--- src/pipe_pkg.sv ---
// Shared definitions for the five-stage pipelined datapath
// Holds the data and address widths, the instruction field positions, the
// constants of the two adders and the one-hot opcode encoding that every
// stage decodes
package pipe_pkg;

	// --------------------------------------------------------------------------
	// Sizes of the register file, the instruction memory and the program counter
	// --------------------------------------------------------------------------
	localparam int DATA_W     = 16;
	localparam int REG_AW     = 4;
	localparam int NUM_REGS   = 16;
	localparam int INSTR_W    = 32;
	localparam int IMEM_AW    = 6;
	localparam int IMEM_DEPTH = 64;
	// The PC is wider than the memory address and only its low bits are used
	localparam int PC_W       = 8;

	// The opcode sits in [31:28], the destination in [7:4] and the source in [3:0]
	localparam int OP_LSB = 28;
	localparam int RA_LSB = 4;
	localparam int XA_LSB = 0;

	typedef logic [DATA_W-1:0]  data_t;
	typedef logic [REG_AW-1:0]  reg_addr_t;
	typedef logic [INSTR_W-1:0] instr_t;
	typedef logic [IMEM_AW-1:0] imem_addr_t;

	// EX1 subtracts this amount and EX2 adds the other one
	localparam data_t SUB_CONST = data_t'(3);
	localparam data_t ADD_CONST = data_t'(4);

	// One-hot opcode where ADD1 runs through both units, first minus 3 and then plus 4
	typedef enum logic [3:0] {
		OP_NOP  = 4'b0000,
		OP_ADD1 = 4'b0001,
		OP_ADD4 = 4'b0010,
		OP_SUB3 = 4'b0100,
		OP_MOV  = 4'b1000
	} op_e;

endpackage

--- src/decode_stage.sv ---
// Instruction decode stage
// Splits the IF/ID word into opcode, destination and source, reads the
// source from the register file with a bypass of the value being written
// back, compares the source with the destinations further down the pipe,
// raises the load-use stall and loads the ID/EX1 register
`timescale 1ns/1ps

module decode_stage (
	input  logic                CLK,
	input  logic                RSTB,
	input  pipe_pkg::instr_t    id_instr,
	input  pipe_pkg::reg_addr_t ex2_ra,
	input  logic                wb_write,
	input  pipe_pkg::reg_addr_t wb_ra,
	input  pipe_pkg::data_t     wb_rd,
	output logic                stall,
	output pipe_pkg::op_e       ex1_op,
	output pipe_pkg::reg_addr_t ex1_ra,
	output pipe_pkg::data_t     ex1_xd,
	output logic                ex1_xmex1,
	output logic                ex1_xmex2
);

	import pipe_pkg::*;

	// Decoded fields of the instruction in ID
	op_e       id_op;
	reg_addr_t id_ra;
	reg_addr_t id_xa;

	// Source operand after the WB bypass
	data_t id_xd;

	// Outputs of the compare station
	logic id_xmex1;
	logic id_xmex2;

	// 16 x 16 register file
	data_t regs [NUM_REGS];

	// --------------------------------------------------------------------------
	// Field decode
	// --------------------------------------------------------------------------

	assign id_op = op_e'(id_instr[OP_LSB +: $bits(op_e)]);
	assign id_ra = id_instr[RA_LSB +: REG_AW];
	assign id_xa = id_instr[XA_LSB +: REG_AW];

	// --------------------------------------------------------------------------
	// Register file
	// --------------------------------------------------------------------------

	// Every register starts at zero and takes the write-back data when wb_write is high
	always_ff @(posedge CLK or negedge RSTB)
	begin
		if (!RSTB)
		begin
			for (int i = 0; i < NUM_REGS; i++)
			begin
				regs[i] <= '0;
			end
		end
		else if (wb_write)
		begin
			regs[wb_ra] <= wb_rd;
		end
	end

	// The write lands on the same edge that ID/EX1 captures the read,
	// so a matching write-back is routed around the array
	assign id_xd = (wb_write && (wb_ra == id_xa)) ? wb_rd : regs[id_xa];

	// --------------------------------------------------------------------------
	// Hazard detection
	// --------------------------------------------------------------------------

	// Source against the destinations one and two instructions ahead
	assign id_xmex1 = (id_xa == ex1_ra);
	assign id_xmex2 = (id_xa == ex2_ra);

	// SUB3 and ADD1 need their operand at the start of EX1, but an ADD4 or
	// ADD1 one slot ahead only has its sum at the end of EX2
	// One bubble closes that gap
	assign stall = id_xmex1
		&& ((id_op == OP_SUB3) || (id_op == OP_ADD1))
		&& ((ex1_op == OP_ADD4) || (ex1_op == OP_ADD1));

	// --------------------------------------------------------------------------
	// ID/EX1 register
	// --------------------------------------------------------------------------

	// On a stall the opcode becomes a NOP and the instruction stays in ID
	always_ff @(posedge CLK or negedge RSTB)
	begin
		if (!RSTB)
		begin
			ex1_op    <= OP_NOP;
			ex1_xmex1 <= 1'b0;
			ex1_xmex2 <= 1'b0;
		end
		else
		begin
			ex1_op    <= stall ? OP_NOP : id_op;
			ex1_xmex1 <= id_xmex1;
			ex1_xmex2 <= id_xmex2;
		end
	end

	// Operand and destination of the instruction leaving ID
	always_ff @(posedge CLK)
	begin
		ex1_ra <= id_ra;
		ex1_xd <= id_xd;
	end

endmodule

--- src/ex1_stage.sv ---
// First execute stage
// Picks the operand from the register read, from EX2 or from WB, runs the
// subtract-3 unit for SUB3 and ADD1, and passes the operand unchanged for
// the other opcodes into the EX1/EX2 register
`timescale 1ns/1ps

module ex1_stage (
	input  logic                CLK,
	input  logic                RSTB,
	input  pipe_pkg::op_e       ex1_op,
	input  pipe_pkg::reg_addr_t ex1_ra,
	input  pipe_pkg::data_t     ex1_xd,
	input  logic                ex1_xmex1,
	input  logic                ex1_xmex2,
	input  pipe_pkg::data_t     ex2_fwd,
	input  logic                wb_write,
	input  pipe_pkg::data_t     wb_rd,
	output pipe_pkg::op_e       ex2_op,
	output pipe_pkg::reg_addr_t ex2_ra,
	output pipe_pkg::data_t     ex2_xd,
	output logic                ex2_xmex1
);

	import pipe_pkg::*;

	logic  prio;
	logic  forw1;
	logic  skip1;
	data_t prio_xd;
	data_t sub_in;
	data_t sub_out;

	// --------------------------------------------------------------------------
	// Operand forwarding
	// --------------------------------------------------------------------------

	// SUB3 and MOV in EX2 already hold their final value, and it is newer
	// than anything in WB, so that path wins
	assign prio = ex1_xmex1 && ((ex2_op == OP_SUB3) || (ex2_op == OP_MOV));

	// Otherwise an instruction two slots ahead helps from WB
	assign forw1 = prio || (ex1_xmex2 && wb_write);

	// ex2_fwd is the EX2 operand after its own WB forwarding, which covers a
	// MOV in EX2 that itself depends on WB
	assign prio_xd = prio ? ex2_fwd : wb_rd;
	assign sub_in  = forw1 ? prio_xd : ex1_xd;

	// --------------------------------------------------------------------------
	// Subtract unit and skip mux
	// --------------------------------------------------------------------------

	assign sub_out = sub_in - SUB_CONST;

	// Only SUB3 and ADD1 use the subtractor
	assign skip1 = !((ex1_op == OP_SUB3) || (ex1_op == OP_ADD1));

	// --------------------------------------------------------------------------
	// EX1/EX2 register
	// --------------------------------------------------------------------------

	always_ff @(posedge CLK or negedge RSTB)
	begin
		if (!RSTB)
		begin
			ex2_op    <= OP_NOP;
			ex2_xmex1 <= 1'b0;
		end
		else
		begin
			ex2_op    <= ex1_op;
			ex2_xmex1 <= ex1_xmex1;
		end
	end

	// The data path takes the result of the skip mux
	always_ff @(posedge CLK)
	begin
		ex2_ra <= ex1_ra;
		ex2_xd <= skip1 ? sub_in : sub_out;
	end

endmodule

--- src/ex2_stage.sv ---
// Second execute stage and write-back
// Forwards the write-back value into the EX2 operand for ADD4 and MOV,
// runs the add-4 unit and registers both operand and sum. The WB mux then
// picks one of them to form the write-back data for the register file
`timescale 1ns/1ps

module ex2_stage (
	input  logic                CLK,
	input  logic                RSTB,
	input  pipe_pkg::op_e       ex2_op,
	input  pipe_pkg::reg_addr_t ex2_ra,
	input  pipe_pkg::data_t     ex2_xd,
	input  logic                ex2_xmex1,
	output pipe_pkg::data_t     ex2_fwd,
	output logic                wb_write,
	output pipe_pkg::reg_addr_t wb_ra,
	output pipe_pkg::data_t     wb_rd
);

	import pipe_pkg::*;

	logic  forw2;
	logic  skip2;
	data_t add_out;

	// WB stage registers that feed the result mux
	logic  wb_skip;
	data_t wb_opnd;
	data_t wb_sum;

	// --------------------------------------------------------------------------
	// Operand forwarding and add unit
	// --------------------------------------------------------------------------

	// SUB3 and ADD1 got their operand in EX1, so only ADD4 and MOV pick up
	// a result from the instruction just ahead, now in WB
	assign forw2 = ex2_xmex1 && ((ex2_op == OP_ADD4) || (ex2_op == OP_MOV)) && wb_write;

	// This is also the value that EX1 takes on its priority path
	assign ex2_fwd = forw2 ? wb_rd : ex2_xd;

	assign add_out = ex2_fwd + ADD_CONST;

	// ADD4 and ADD1 keep the sum, everything else the operand
	assign skip2 = !((ex2_op == OP_ADD4) || (ex2_op == OP_ADD1));

	// --------------------------------------------------------------------------
	// EX2/WB register
	// --------------------------------------------------------------------------

	// Any nonzero opcode writes back, a NOP or a bubble does not
	always_ff @(posedge CLK or negedge RSTB)
	begin
		if (!RSTB)
		begin
			wb_write <= 1'b0;
			wb_skip  <= 1'b1;
		end
		else
		begin
			wb_write <= (ex2_op != OP_NOP);
			wb_skip  <= skip2;
		end
	end

	always_ff @(posedge CLK)
	begin
		wb_ra   <= ex2_ra;
		wb_opnd <= ex2_fwd;
		wb_sum  <= add_out;
	end

	// --------------------------------------------------------------------------
	// WB result mux
	// --------------------------------------------------------------------------

	// Placed after the register so the sum path has a full cycle of its own
	assign wb_rd = wb_skip ? wb_opnd : wb_sum;

endmodule

--- src/fetch_stage.sv ---
// Instruction fetch stage
// Holds the program counter and the 64-word instruction memory, which is
// loaded through a write port while the pipeline sits in reset. The fetched
// word is captured in the IF/ID register, and both the PC and the IF/ID
// register freeze while decode asks for a stall
`timescale 1ns/1ps

module fetch_stage (
	input  logic                 CLK,
	input  logic                 RSTB,
	input  logic                 stall,
	input  logic                 imem_we,
	input  pipe_pkg::imem_addr_t imem_addr,
	input  pipe_pkg::instr_t     imem_wdata,
	output pipe_pkg::instr_t     id_instr
);

	import pipe_pkg::*;

	// Instruction storage filled through the load port
	instr_t imem [IMEM_DEPTH];

	// Program counter and the memory address taken from it
	logic [PC_W-1:0] pc;
	imem_addr_t      fetch_addr;
	instr_t          if_instr;

	// --------------------------------------------------------------------------
	// Memory load port
	// --------------------------------------------------------------------------

	// Writes are synchronous and are expected only while RSTB is low
	always_ff @(posedge CLK)
	begin
		if (imem_we)
		begin
			imem[imem_addr] <= imem_wdata;
		end
	end

	// --------------------------------------------------------------------------
	// Fetch and IF/ID register
	// --------------------------------------------------------------------------

	// The upper PC bits are ignored, so the program wraps every 64 words
	assign fetch_addr = pc[IMEM_AW-1:0];

	// Asynchronous read of the current word
	assign if_instr = imem[fetch_addr];

	// A zero word in IF/ID decodes as a NOP, which is what ID sees after reset
	always_ff @(posedge CLK or negedge RSTB)
	begin
		if (!RSTB)
		begin
			pc       <= '0;
			id_instr <= '0;
		end
		else if (!stall)
		begin
			// During a stall the same word is fetched again next cycle
			pc       <= pc + 1'b1;
			id_instr <= if_instr;
		end
	end

endmodule

--- src/pipe_top.sv ---
// Top level of the five-stage pipelined datapath
// Chains fetch, decode, the two execute stages and write-back. The
// instruction memory load port and the write-back stream are brought out
// so a testbench can load a program and watch every register write
`timescale 1ns/1ps

module pipe_top (
	input  logic                 CLK,
	input  logic                 RSTB,
	input  logic                 imem_we,
	input  pipe_pkg::imem_addr_t imem_addr,
	input  pipe_pkg::instr_t     imem_wdata,
	output logic                 wb_write,
	output pipe_pkg::reg_addr_t  wb_ra,
	output pipe_pkg::data_t      wb_rd
);

	import pipe_pkg::*;

	// IF/ID and the stall fed back from decode
	instr_t    id_instr;
	logic      stall;

	// ID/EX1 register
	op_e       ex1_op;
	reg_addr_t ex1_ra;
	data_t     ex1_xd;
	logic      ex1_xmex1;
	logic      ex1_xmex2;

	// EX1/EX2 register and the forwarded EX2 operand
	op_e       ex2_op;
	reg_addr_t ex2_ra;
	data_t     ex2_xd;
	logic      ex2_xmex1;
	data_t     ex2_fwd;

	fetch_stage fetch_i (
		.CLK        (CLK),
		.RSTB       (RSTB),
		.stall      (stall),
		.imem_we    (imem_we),
		.imem_addr  (imem_addr),
		.imem_wdata (imem_wdata),
		.id_instr   (id_instr)
	);

	decode_stage decode_i (
		.CLK       (CLK),
		.RSTB      (RSTB),
		.id_instr  (id_instr),
		.ex2_ra    (ex2_ra),
		.wb_write  (wb_write),
		.wb_ra     (wb_ra),
		.wb_rd     (wb_rd),
		.stall     (stall),
		.ex1_op    (ex1_op),
		.ex1_ra    (ex1_ra),
		.ex1_xd    (ex1_xd),
		.ex1_xmex1 (ex1_xmex1),
		.ex1_xmex2 (ex1_xmex2)
	);

	ex1_stage ex1_i (
		.CLK       (CLK),
		.RSTB      (RSTB),
		.ex1_op    (ex1_op),
		.ex1_ra    (ex1_ra),
		.ex1_xd    (ex1_xd),
		.ex1_xmex1 (ex1_xmex1),
		.ex1_xmex2 (ex1_xmex2),
		.ex2_fwd   (ex2_fwd),
		.wb_write  (wb_write),
		.wb_rd     (wb_rd),
		.ex2_op    (ex2_op),
		.ex2_ra    (ex2_ra),
		.ex2_xd    (ex2_xd),
		.ex2_xmex1 (ex2_xmex1)
	);

	ex2_stage ex2_i (
		.CLK       (CLK),
		.RSTB      (RSTB),
		.ex2_op    (ex2_op),
		.ex2_ra    (ex2_ra),
		.ex2_xd    (ex2_xd),
		.ex2_xmex1 (ex2_xmex1),
		.ex2_fwd   (ex2_fwd),
		.wb_write  (wb_write),
		.wb_ra     (wb_ra),
		.wb_rd     (wb_rd)
	);

endmodule

--- config.mk ---
export PLATFORM = sky130hd
export DESIGN_NAME = pipe_top
export DESIGN_NICKNAME = d
export VERILOG_FILES = /design/src/pipe_pkg.sv /design/src/decode_stage.sv /design/src/ex1_stage.sv /design/src/ex2_stage.sv /design/src/fetch_stage.sv /design/src/pipe_top.sv
export SDC_FILE = /design/constraint.sdc
export NUM_CORES = 1
export LEC_CHECK = 0
export ABC_CLOCK_PERIOD_IN_PS = 5400
export BUFFER_PORTS_ARGS = -buffer_cell sky130_fd_sc_hd__buf_2
export CORE_MARGIN = 10
export CORE_UTILIZATION = 45
export DETAILED_ROUTE_END_ITERATION = 10
export GPL_TIMING_DRIVEN = 0
export HOLD_SLACK_MARGIN = 0.1
export PLACE_DENSITY_LB_ADDON = 0.2
export SYNTH_ARGS = -nofsm -noshare
export SYNTH_HDL_FRONTEND = slang
export SYNTH_SLANG_ARGS = --single-unit
export TNS_END_PERCENT = 50
--- constraint.sdc ---
create_clock -name CLK -period 5.4 [get_ports CLK]
set_input_delay 0.27 -clock CLK [delete_from_list [all_inputs] [get_ports CLK]]
set_output_delay 0.27 -clock CLK [all_outputs]
set_load 0.02 [all_outputs]
# Yosys cells after proc, flatten, opt, wreduce, memory -nomap -nowiden
# Memory sizes are Yosys's and may differ from the RTL's. A register that Yosys moved wholly into a read port is not among the register bits.
# Index checks and enable logic that the tools add are counted.
dict set report totals {
  out_inout_bits 21
  n_memories 1
  ram_bits 2048
  rom_bits 0
  latchBits 0
  in_bits 41
  register_bits 353
}
# name words word_bits read_ports rd_clocked_by_memory_dff wr line_no
set memory_table {}
lappend memory_table {fetch_i.imem 64 32 1 1 1 fetch_stage.sv:21} ;# instr_t imem [IMEM_DEPTH];
dict set report classes {
  bitwise_logic 2
  reduce_logical 19
  order_cmp 3
  n_addsub 3
  mux 15
  n_eq_ne 12
  n_mul 0
  div_mod_pow 0
  shifts 0
}
# cell count
set op_table {}
lappend op_table {{$bwmux W256} 1}
lappend op_table {{$mux W16} 9}
lappend op_table {{$bmux W16 S4} 1}
lappend op_table {{$demux W16 S4} 1}
lappend op_table {{$add A16 B3 Y16 const B} 1}
lappend op_table {{$sub A16 B2 Y16 const B} 1}
lappend op_table {{$eq A4 B1 Y1 const B} 3}
lappend op_table {{$eq A4 B3 Y1 const B} 3}
lappend op_table {{$eq A4 B4 Y1} 3}
lappend op_table {{$ge A5 B5 Y1 const B} 2}
lappend op_table {{$not A4 Y5} 2}
lappend op_table {{$add A8 B1 Y8 const B} 1}
lappend op_table {{$eq A4 B2 Y1 const B} 2}
lappend op_table {{$logic_and A1 B1 Y1} 8}
lappend op_table {{$logic_or A1 B1 Y1} 7}
lappend op_table {{$lt A5 B1 Y1 const B} 1}
lappend op_table {{$eq A4 B4 Y1 const B} 1}
lappend op_table {{$mux W4} 1}
lappend op_table {{$reduce_bool A4 Y1} 1}
lappend op_table {{$logic_not A1 Y1} 3}
lappend op_table {{$mux W1} 2}

# Depth between registers and ports, before layout
# Gate-level depths: netlist of the first run.
dict set report logic_depth {
  word_depth 9
  ltp_mapped 13
}

# By module
# From an unflattened synthesis of the first run, not the netlist that was laid out.
dict set report unflattened {
  hier_cells 4724
  hier_area_um2 95744.3
}
# module instances area_per_inst_um2 seq_area_each_um2 cells_per_inst
set by_module_without_submodules {}
lappend by_module_without_submodules {fetch_stage 1 79825.3 62449.9 3618}
lappend by_module_without_submodules {decode_stage 1 12703.4 6956.7 776}
lappend by_module_without_submodules {ex2_stage 1 1666.6 732.0 166}
lappend by_module_without_submodules {ex1_stage 1 1549.0 525.5 164}

# Least setup slack after synthesis of the first run
# Ideal clock, no wire load.
dict set report synth_path {
  kind {flip-flop to flip-flop}
  from {reg ex2_i.wb_write}
  to {reg ex1_i.ex2_xd[10]}
  setup_slack_ns 2.516
  n_path_buf 2
  arrival_time_ns 2.812
  synth_period_minus_slack_ns 2.884
  stages_incl_launch_ff 14
  setup_time_ns 0.072
  t_required_ns 5.328
  path_cell_list {dfrtp_1 and4bb_1 nand2_2 buf_6 buf_6 nand2_1 o22ai_1 nor2_1 ha_1 nor4_1 o211a_1 nand4_4 nor4b_2 xnor2_1}
}
dict set report synth_between {
  elab_chain_len 6
  word_cells_on_any_way 8
  classes_between {add/sub: 1; mux: 4; reduce/logical: 3}
}
# item line_no
set synth_rtl {}
lappend synth_rtl {{from (decl)} ex2_stage.sv:15} ;# output logic wb_write,
lappend synth_rtl {{from (signal assigned)} ex2_stage.sv:61} ;# wb_write <= (ex2_op != OP_NOP);
lappend synth_rtl {{$logic_and A1 B1 Y1} ex2_stage.sv:37} ;# assign forw2 = ex2_xmex1 && ((ex2_op == OP_ADD4) || (ex2_op == OP_MOV)) && wb_write;
lappend synth_rtl {{$mux W16} ex2_stage.sv:40} ;# assign ex2_fwd = forw2 ? wb_rd : ex2_xd;
lappend synth_rtl {{$mux W16} ex1_stage.sv:46} ;# assign prio_xd = prio ? ex2_fwd : wb_rd;
lappend synth_rtl {{$mux W16 *} ex1_stage.sv:47} ;# assign sub_in = forw1 ? prio_xd : ex1_xd;
lappend synth_rtl {{$sub A16 B2 Y16} ex1_stage.sv:53} ;# assign sub_out = sub_in - SUB_CONST;
lappend synth_rtl {{$mux W16 *} ex1_stage.sv:80} ;# ex2_xd <= skip1 ? sub_in : sub_out;
lappend synth_rtl {{to (signal assigned)} ex1_stage.sv:80}
lappend synth_rtl {{to (decl)} ex1_stage.sv:20} ;# output pipe_pkg::data_t ex2_xd,
# Mark *: on every way between the ends. The rest lies on a longest branch, timed or not.
# A chain may end at the register's enable or synchronous reset.

# Worst setup path after layout of the first run
dict set report layout_path {
  from {reg ex2_i.wb_write}
  to {reg ex1_i.ex2_xd[12]}
}
# Same word-level chain as after synthesis.

==> results of run 1 <==
[kinds of logic (layout without fill, tap and decap cells)]
kind of cell    after synthesis  in the layout  synth area share [%]
flops                      1129           1129                  70.6
simple gates                466            466                  4.55
other cells                   0              3                     0
compound gates              318            318                  3.99
mux                         407            407                  17.9
fa+ha+maj                     2              2                0.0557
buf+inv                     199            465                  2.03
xor+xnor                     47             47                 0.916
[registers in the layout, summed over array words and instances (netlist names), 6 cells and up]
name,count
fetch_i.pc,6
decode_i.ex1_xd,16
ex2_i.wb_sum,16
decode_i.regs,256
fetch_i.imem,768
ex2_i.wb_opnd,14
ex1_i.ex2_xd,16
fetch_i.id_instr,12
[layout by cell type (no fill, tap or decap), types with 12 or more instances in the layout]
cell type	instances
a21oi_1	159
xnor2_1	21
clkbuf_16	117
buf_1	14
clkinv_1	27
xor2_1	26
buf_2	68
dfxtp_1	74
mux2_2	51
dfrtp_1	286
mux4_2	310
clkbuf_1	130
a22oi_1	12
nor2_1	237
o21ai_0	98
nor2_2	19
a31oi_1	12
mux2i_1	42
nand2_1	123
inv_1	25
buf_4	18
nand3_1	21
clkinv_2	19
edfxtp_1	768
[repair_timing]
action | CTS | global route
hold buffers | 1 | 1
gates resized for setup | 0 | 0
endpoints found under the hold margin | 157 | 16
[power by group]
part / total, mW / internal, mW / switching, mW
sequential: 11.4 / 10.6 / 0.779
combinational: 9.78 / 4.10 / 5.69
clock: 7.93 / 4.64 / 3.29
[worst paths after layout]
path	from	to	slack [ns]	depth (start not counted)
max	ex2_i.wb_write	ex1_i.ex2_xd[12]	1.54	13
min	RSTB	decode_i.regs[242]	0.15	2
max reg2reg	ex2_i.wb_write	ex1_i.ex2_xd[12]	1.54	13
min reg2reg	fetch_i.id_instr[7]	decode_i.ex1_ra[3]	0.37	0
max in group asynchronous	RSTB	decode_i.regs[154]	4.15	3
min in group CLK	imem_wdata[5]	fetch_i.imem[9][5]	0.19	1
[area by class of cell]
type	count	share of cell area (%)
diodes	3	0.0148
plain buffers	174	1.61
clock buffers	154	6.26
clock inverters	66	1.21
inverters	25	0.185
multi-input cells	1240	24.4
flip-flops and latches	1129	62.5
well taps	1287	3.17
repair buffers	46	0.639
[per-layer routing]
layer | vias to the layer above | GRT usage, % | routed length [um]
met5 | - | 0 | 0
met4 | 0 | 8.50 | 4730
met2 | 925 | 32.4 | 55000
met1 | 12900 | 26.9 | 45800
li1 | 10300 | - | -
met3 | 225 | 3.19 | 7030
[metrics by stage]
| stage | hold slack, ns | cell area [sq um] | utilization, % | power (mW) | setup TNS [ns] |
|---|---|---|---|---|---|
| after floorplan | -0.0256 | 44900 | - | 17.8 | 0 |
| after global placement | 0.356 | 46700 | 47.3 | 21.0 | -222.08 |
| after detailed placement | 0.293 | 46800 | 47.5 | 21.3 | 0 |
| after CTS | 0.142 | 50600 | 51.3 | 29.3 | 0 |
| after global routing | 0.188 | 50700 | 51.4 | 30.4 | 0 |
| final | 0.151 | 50700 | 51.4 | 29.1 | 0 |
==> impl_metrics.csv, run 1 <==
group,metric,value,unit
run_status,outcome,"finished, violations left",
run_status,violations,"capacitance limit",
pwr,peakVddDrop,0.285,mV
yosys,synth_seq_cells,1129,
final_layout,multi_input_area,12400,sq um
final_layout,layoutNonFillerInstCount,4124,
yosys,synthTopCellsByCount,"edfxtp_1 (768), mux4_2 (310), dfrtp_1 (286)",
sta,slew_headroom,0.726,%
global_routing,grt_pass1_wl,168,mm
sta,setup_violations,0,
critical_path,cp-start-kind,"register",
clock_network,clockBufferDepth,3,
placement,dpl_worst_slack,1.66,ns
die,initial_utilization,45.5,%
critical_path,max_stage_delay,0.77,ns
pwr,p_leak,17.7,nW
critical_path,crit_chain,"and4bb_1, nand2_2, buf_6, buf_6, nand2_1, o22ai_1, nor2_1, ha_1, nor4_1, o211a_1, nand4_4, nor4b_2, xnor2_1",
die,die-area,113000,sq um
drt,avgViaCountPerCell,5.89,
global_routing,grt_usage,20.0,%
yosys,synth_area,44900,sq um
critical_path,crit_slowest_cell,"nor4_1",
die,pin_count,62,
critical_path,worstSetupEndpointType,"register",
final_layout,area_growth,12.9,%
critical_path,worstPathRequired,6.02,ns
final_layout,drive_gt1_share,23.9,%
clock_network,htreeDepth,3,
flow_run,drv_cap,2,
drt,dr.pass1.iters,5,
yosys,avgSynthCellArea,17.5,sq um
drt,drc,0,
sta,worst_pin_slew,1.45,ns
yosys,netlist.area_leader.share,51.3,%
sta,period_share,71.6,%
sta,max_freq,259,MHz
min_path,hp-class,"input pin to async pin",
die,die_w,336,um
die,die_y,336,um
global_routing,grt_pass1_vias,25100,
placement,finalWeightedCongestion,0.914,
global_routing,grt_max_degree,130,
critical_path,critPathMostFrequentCell,"buf_6",
critical_path,cp.arrival,4.48,ns
yosys,synth_edf_count,768,
clock_network,numCtsBuffers,116,
drt,via_count,24300,
pwr,powerDensity,574,nW/um^2
sta,rsz0062_at_grt,"no",
yosys,yosys.area.top_type,"edfxtp_1",
final_layout,fin_nets,2775,
clock_network,post_cts_buffers,0,
clock_network,cts_tree,"yes",
sta,fin_skew,0.0202,ns
drt,drt_iter0_drc,2531,
yosys,ys_warn_count,0,
placement,dp_cells,3898,
yosys,syn_nets,2611,
drt,drtAntennaViolNets,0,
yosys,synth-seq-area-share,70.6,%
final_layout,seq_area,31700,sq um
critical_path,cp_num_buf_inv,2,
die,rows,115,
yosys,yosysMostFrequentCell,"edfxtp_1",
critical_path,crit_path_max_fanout,10,
die,design.core.area,98700,sq um
placement,io_buffers,38,
yosys,ys_types,57,
sta,hold_viol,0,
global_routing,grt-ovfl-total,0,
yosys,synth_ff_type,"edfxtp_1",
final_layout,fillers,7977,
yosys,synth_async_sr_flop_share,25.4,%
drt,wirelength,113,mm
drt,wl_per_cell,27.3,um
sta,finalCriticalPeriod,3.86,ns
clock_network,cts_root_buf,"clkbuf_16",
critical_path,critPathKind,"register to register",
sta,setup_slack,1.54,ns
global_routing,grt_antenna_before_repair,2,
sta,drv_slew,0,
yosys,syn_inst,2568,
yosys,synth.area.top_cells,"edfxtp_1 (51%), dfrtp_1 (16%), mux4_2 (16%)",
clock_network,cts_sinks,1129,
clock_network,path_clk_slew,0.06,ns
clock_network,clock_latency,0.69,ns
placement,dp_hpwl,75.6,mm
critical_path,critPathTopFamily,"simple AND/OR/NAND/NOR gates",
No activity file was read; power rests on OpenSTA's default activity.
==> run 2: changes to the inputs <==
ABC_AREA = 1   (was not set)
ABC_CLOCK_PERIOD_IN_PS = 3900   (was 5400)
clock period = 3.9 ns   (was 5.4 ns; I/O delays follow)
==> impl_metrics.csv, run 2 <==
group,metric,value,unit
run_status,outcome,"completed",
die,initial_utilization,45.4,%
sta,setup_violations,0,
die,rows,117,
global_routing,grt-ovfl-total,0,
critical_path,cp.arrival,4.07,ns
critical_path,crit_slowest_cell,"clkbuf_1",
yosys,syn_nets,4257,
critical_path,critPathMostFrequentCell,"nand2_1",
critical_path,max_stage_delay,0.71,ns
clock_network,clock_latency,0.73,ns
yosys,ys_warn_count,0,
die,pin_count,62,
final_layout,layout_commonest_cell,"edfxtp_1",
yosys,synth_edf_count,768,
min_path,hp-class,"input pin to register",
sta,finalCriticalPeriod,3.43,ns
final_layout,drive_gt1_share,9.90,%
yosys,yosysMostFrequentCell,"edfxtp_1",
drt,met1_length,64.1,mm
global_routing,grt_pass1_wl,233,mm
final_layout,final_cell_mix,"edfxtp_1 (768), o21ai_0 (764), nor2_1 (632), nand2_1 (493), dfrtp_1 (286)",
drt,via_count,34800,
global_routing,grt_max_degree,108,
sta,slew_headroom,4.79,%
drt,wirelength,163,mm
global_routing,grt_pass1_vias,33000,
clock_network,numCtsBuffers,116,
drt,avgViaCountPerCell,5.91,
drt,wl_per_cell,27.7,um
yosys,synth-seq-area-share,68.6,%
critical_path,crit_path_max_fanout,10,
pwr,power_frac_comb,39.2,%
critical_path,crit_chain,"buf_2, clkbuf_1, clkbuf_1, o21ai_0, o211ai_1, o211ai_1, nand4_1, nand2_1, nand2_1, nand2_1, nand2_1",
yosys,synth_ff_type,"edfxtp_1",
critical_path,worstSetupEndpointType,"register",
yosys,synth_area,46200,sq um
drt,drc,0,
yosys,synth_async_sr_flop_share,25.4,%
placement,dp_hpwl,112,mm
critical_path,cp_num_buf_inv,3,
critical_path,critPathKind,"register to register",
sta,rsz0062_at_grt,"no",
yosys,synth.area.top_cells,"edfxtp_1 (50%), dfrtp_1 (15%), o21ai_0 (8.3%)",
drt,drt_iter0_drc,4214,
die,die_w,341,um
yosys,synth_seq_cells,1129,
placement,place_area,49100,sq um
yosys,syn_inst,4214,
clock_network,htreeDepth,3,
drt,dr.pass1.iters,6,
yosys,synthTopCellsByCount,"edfxtp_1 (768), o21ai_0 (764), nor2_1 (689)",
sta,hold_slack,0.0898,ns
yosys,netlist.area_leader.share,49.9,%
die,design.core.area,102000,sq um
placement,dpl_worst_slack,0.667,ns
sta,max_freq,291,MHz
pwr,clockPowerShare,25.4,%
die,die-area,116000,sq um
drt,drtAntennaViolNets,0,
final_layout,fin_area,53000,sq um
placement,io_buffers,40,
pwr,p_seq_share,35.3,%
critical_path,reg2reg_depth,11,
sta,worst_pin_slew,1.43,ns
sta,period_share,88.0,%
drt,wl_met3,14.6,mm
drt,highest_layer,"met4",
pwr,swShare,42.6,%
sta,finalSetupTns,0,ns
critical_path,cp-start-kind,"register",
pwr,power_switching,18.7,mW
final_layout,fin_nets,4470,
global_routing,grt_antenna_before_repair,0,
critical_path,critPathTopFamily,"buffers and inverters",
pwr,powerDensity,829,nW/um^2
yosys,yosys.area.top_type,"edfxtp_1",
yosys,avgSynthCellArea,11.0,sq um
critical_path,worstPathRequired,4.54,ns
sta,setup_slack,0.469,ns
sta,hold_viol,0,
clock_network,path_clk_slew,0.07,ns
min_path,hold_depth,1,
clock_network,cts_tree,"yes",
clock_network,cts_root_buf,"clkbuf_16",
sta,fin_skew,0.0400,ns
critical_path,r2r_setup_slack,0.47,ns
pwr,p_int,25.2,mW
placement,finalWeightedCongestion,0.977,
final_layout,regMostFlops,"fetch_i.imem",
pwr,p_leak,18.9,nW
critical_path,path_depth,11,
final_layout,area_growth,14.7,%
sta,drv_slew,0,
clock_network,clockBufferDepth,3,
drt,wl_met2,73.1,mm
die,die_y,341,um
final_layout,largest_reg_flops,768,
final_layout,largestRegisters,"fetch_i.imem: 768 flops, decode_i.regs: 256 flops",
clock_network,post_cts_buffers,0,
pwr,peakVddDrop,0.526,mV
yosys,ys_types,45,
global_routing,grt_usage,27.4,%
flow_run,drv_cap,0,
clock_network,cts_sinks,1129,
## run 2: per-layer routing
| metal | vias up | global-route usage [%] |
|---|---|---|
| met5 | - | 0 |
| met4 | 0 | 16.3 |
| li1 | 15300 | - |
| met1 | 17200 | 35.9 |
| met2 | 1909 | 42.5 |
| met3 | 420 | 4.85 |
## run 2: cell type report
cell class                      instances  area [sq um]
Antenna cell                            1          2.50
Buffer                                298          1260
Clock buffer                          162          3240
Clock inverter                         53           569
Fill cell                            9110         48800
Inverter                              163           614
Multi-Input combinational cell       2624         12800
Sequential cell                      1129         31700
Tap cell                             1368          1710
Timing Repair Buffer                   95          1140
## run 2: worst paths after layout
kind | startpoint | end
worst max-delay path | fetch_i.pc[1] | fetch_i.id_instr[2]
worst max register to register | fetch_i.pc[1] | fetch_i.id_instr[2]
worst min register to register | ex1_i.ex2_ra[0] | ex2_i.wb_ra[0]
max in group asynchronous | RSTB | decode_i.ex1_xmex1
worst min-delay path | imem_wdata[3] | fetch_i.imem[4][3]
min in group asynchronous | RSTB | decode_i.regs[37]
## run 2: worst register-to-register path, stage by stage, from the launching register on
cell and delay, ns:
dfrtp_1 0.36, buf_2 0.23, clkbuf_1 0.37, clkbuf_1 0.71
o21ai_0 0.21, o211ai_1 0.58, o211ai_1 0.35, nand4_1 0.18
nand2_1 0.07, nand2_1 0.13, nand2_1 0.08, nand2_1 0.07
## run 2: kinds of logic after synthesis
| kind of cell | count (synthesis) | synth area share [%] |
|---|---|---|
| fa+ha+maj | 2 | 0.0541 |
| xor+xnor | 28 | 0.530 |
| simple gates | 1402 | 12.5 |
| compound gates | 1192 | 14.3 |
| flops | 1129 | 68.6 |
| buf+inv | 461 | 4.05 |
## run 2: power by group through the flow
stage               Clock, mW  Sequential [mW]  Combinational, mW
global placement            0             15.7               16.6
detailed placement          0             15.8               16.8
floorplan                   0             15.5               9.48
finish                   11.2             15.5               17.3
global route             11.7             15.7               18.3
CTS                      11.3             15.5               16.9
## run 2: timing repair
| item | CTS | global route |
|---|---|---|
| gates resized for setup | 0 | 0 |
| endpoints found under the hold margin | 286 | 28 |
| hold buffers | 3 | 1 |
| setup endpoints to repair | 0 | 0 |
## run 2: stage by stage
stage          total power [mW]  util (%)  std cells
2_1_floorplan              24.9         -       4214
3_3_place_gp               32.4      47.3       5622
3_5_place_dp               32.6      48.2       5670
4_1_cts                    43.7      52.0       5888
5_1_grt                    45.7      52.1       5892
6_report                   44.0      52.1       5893
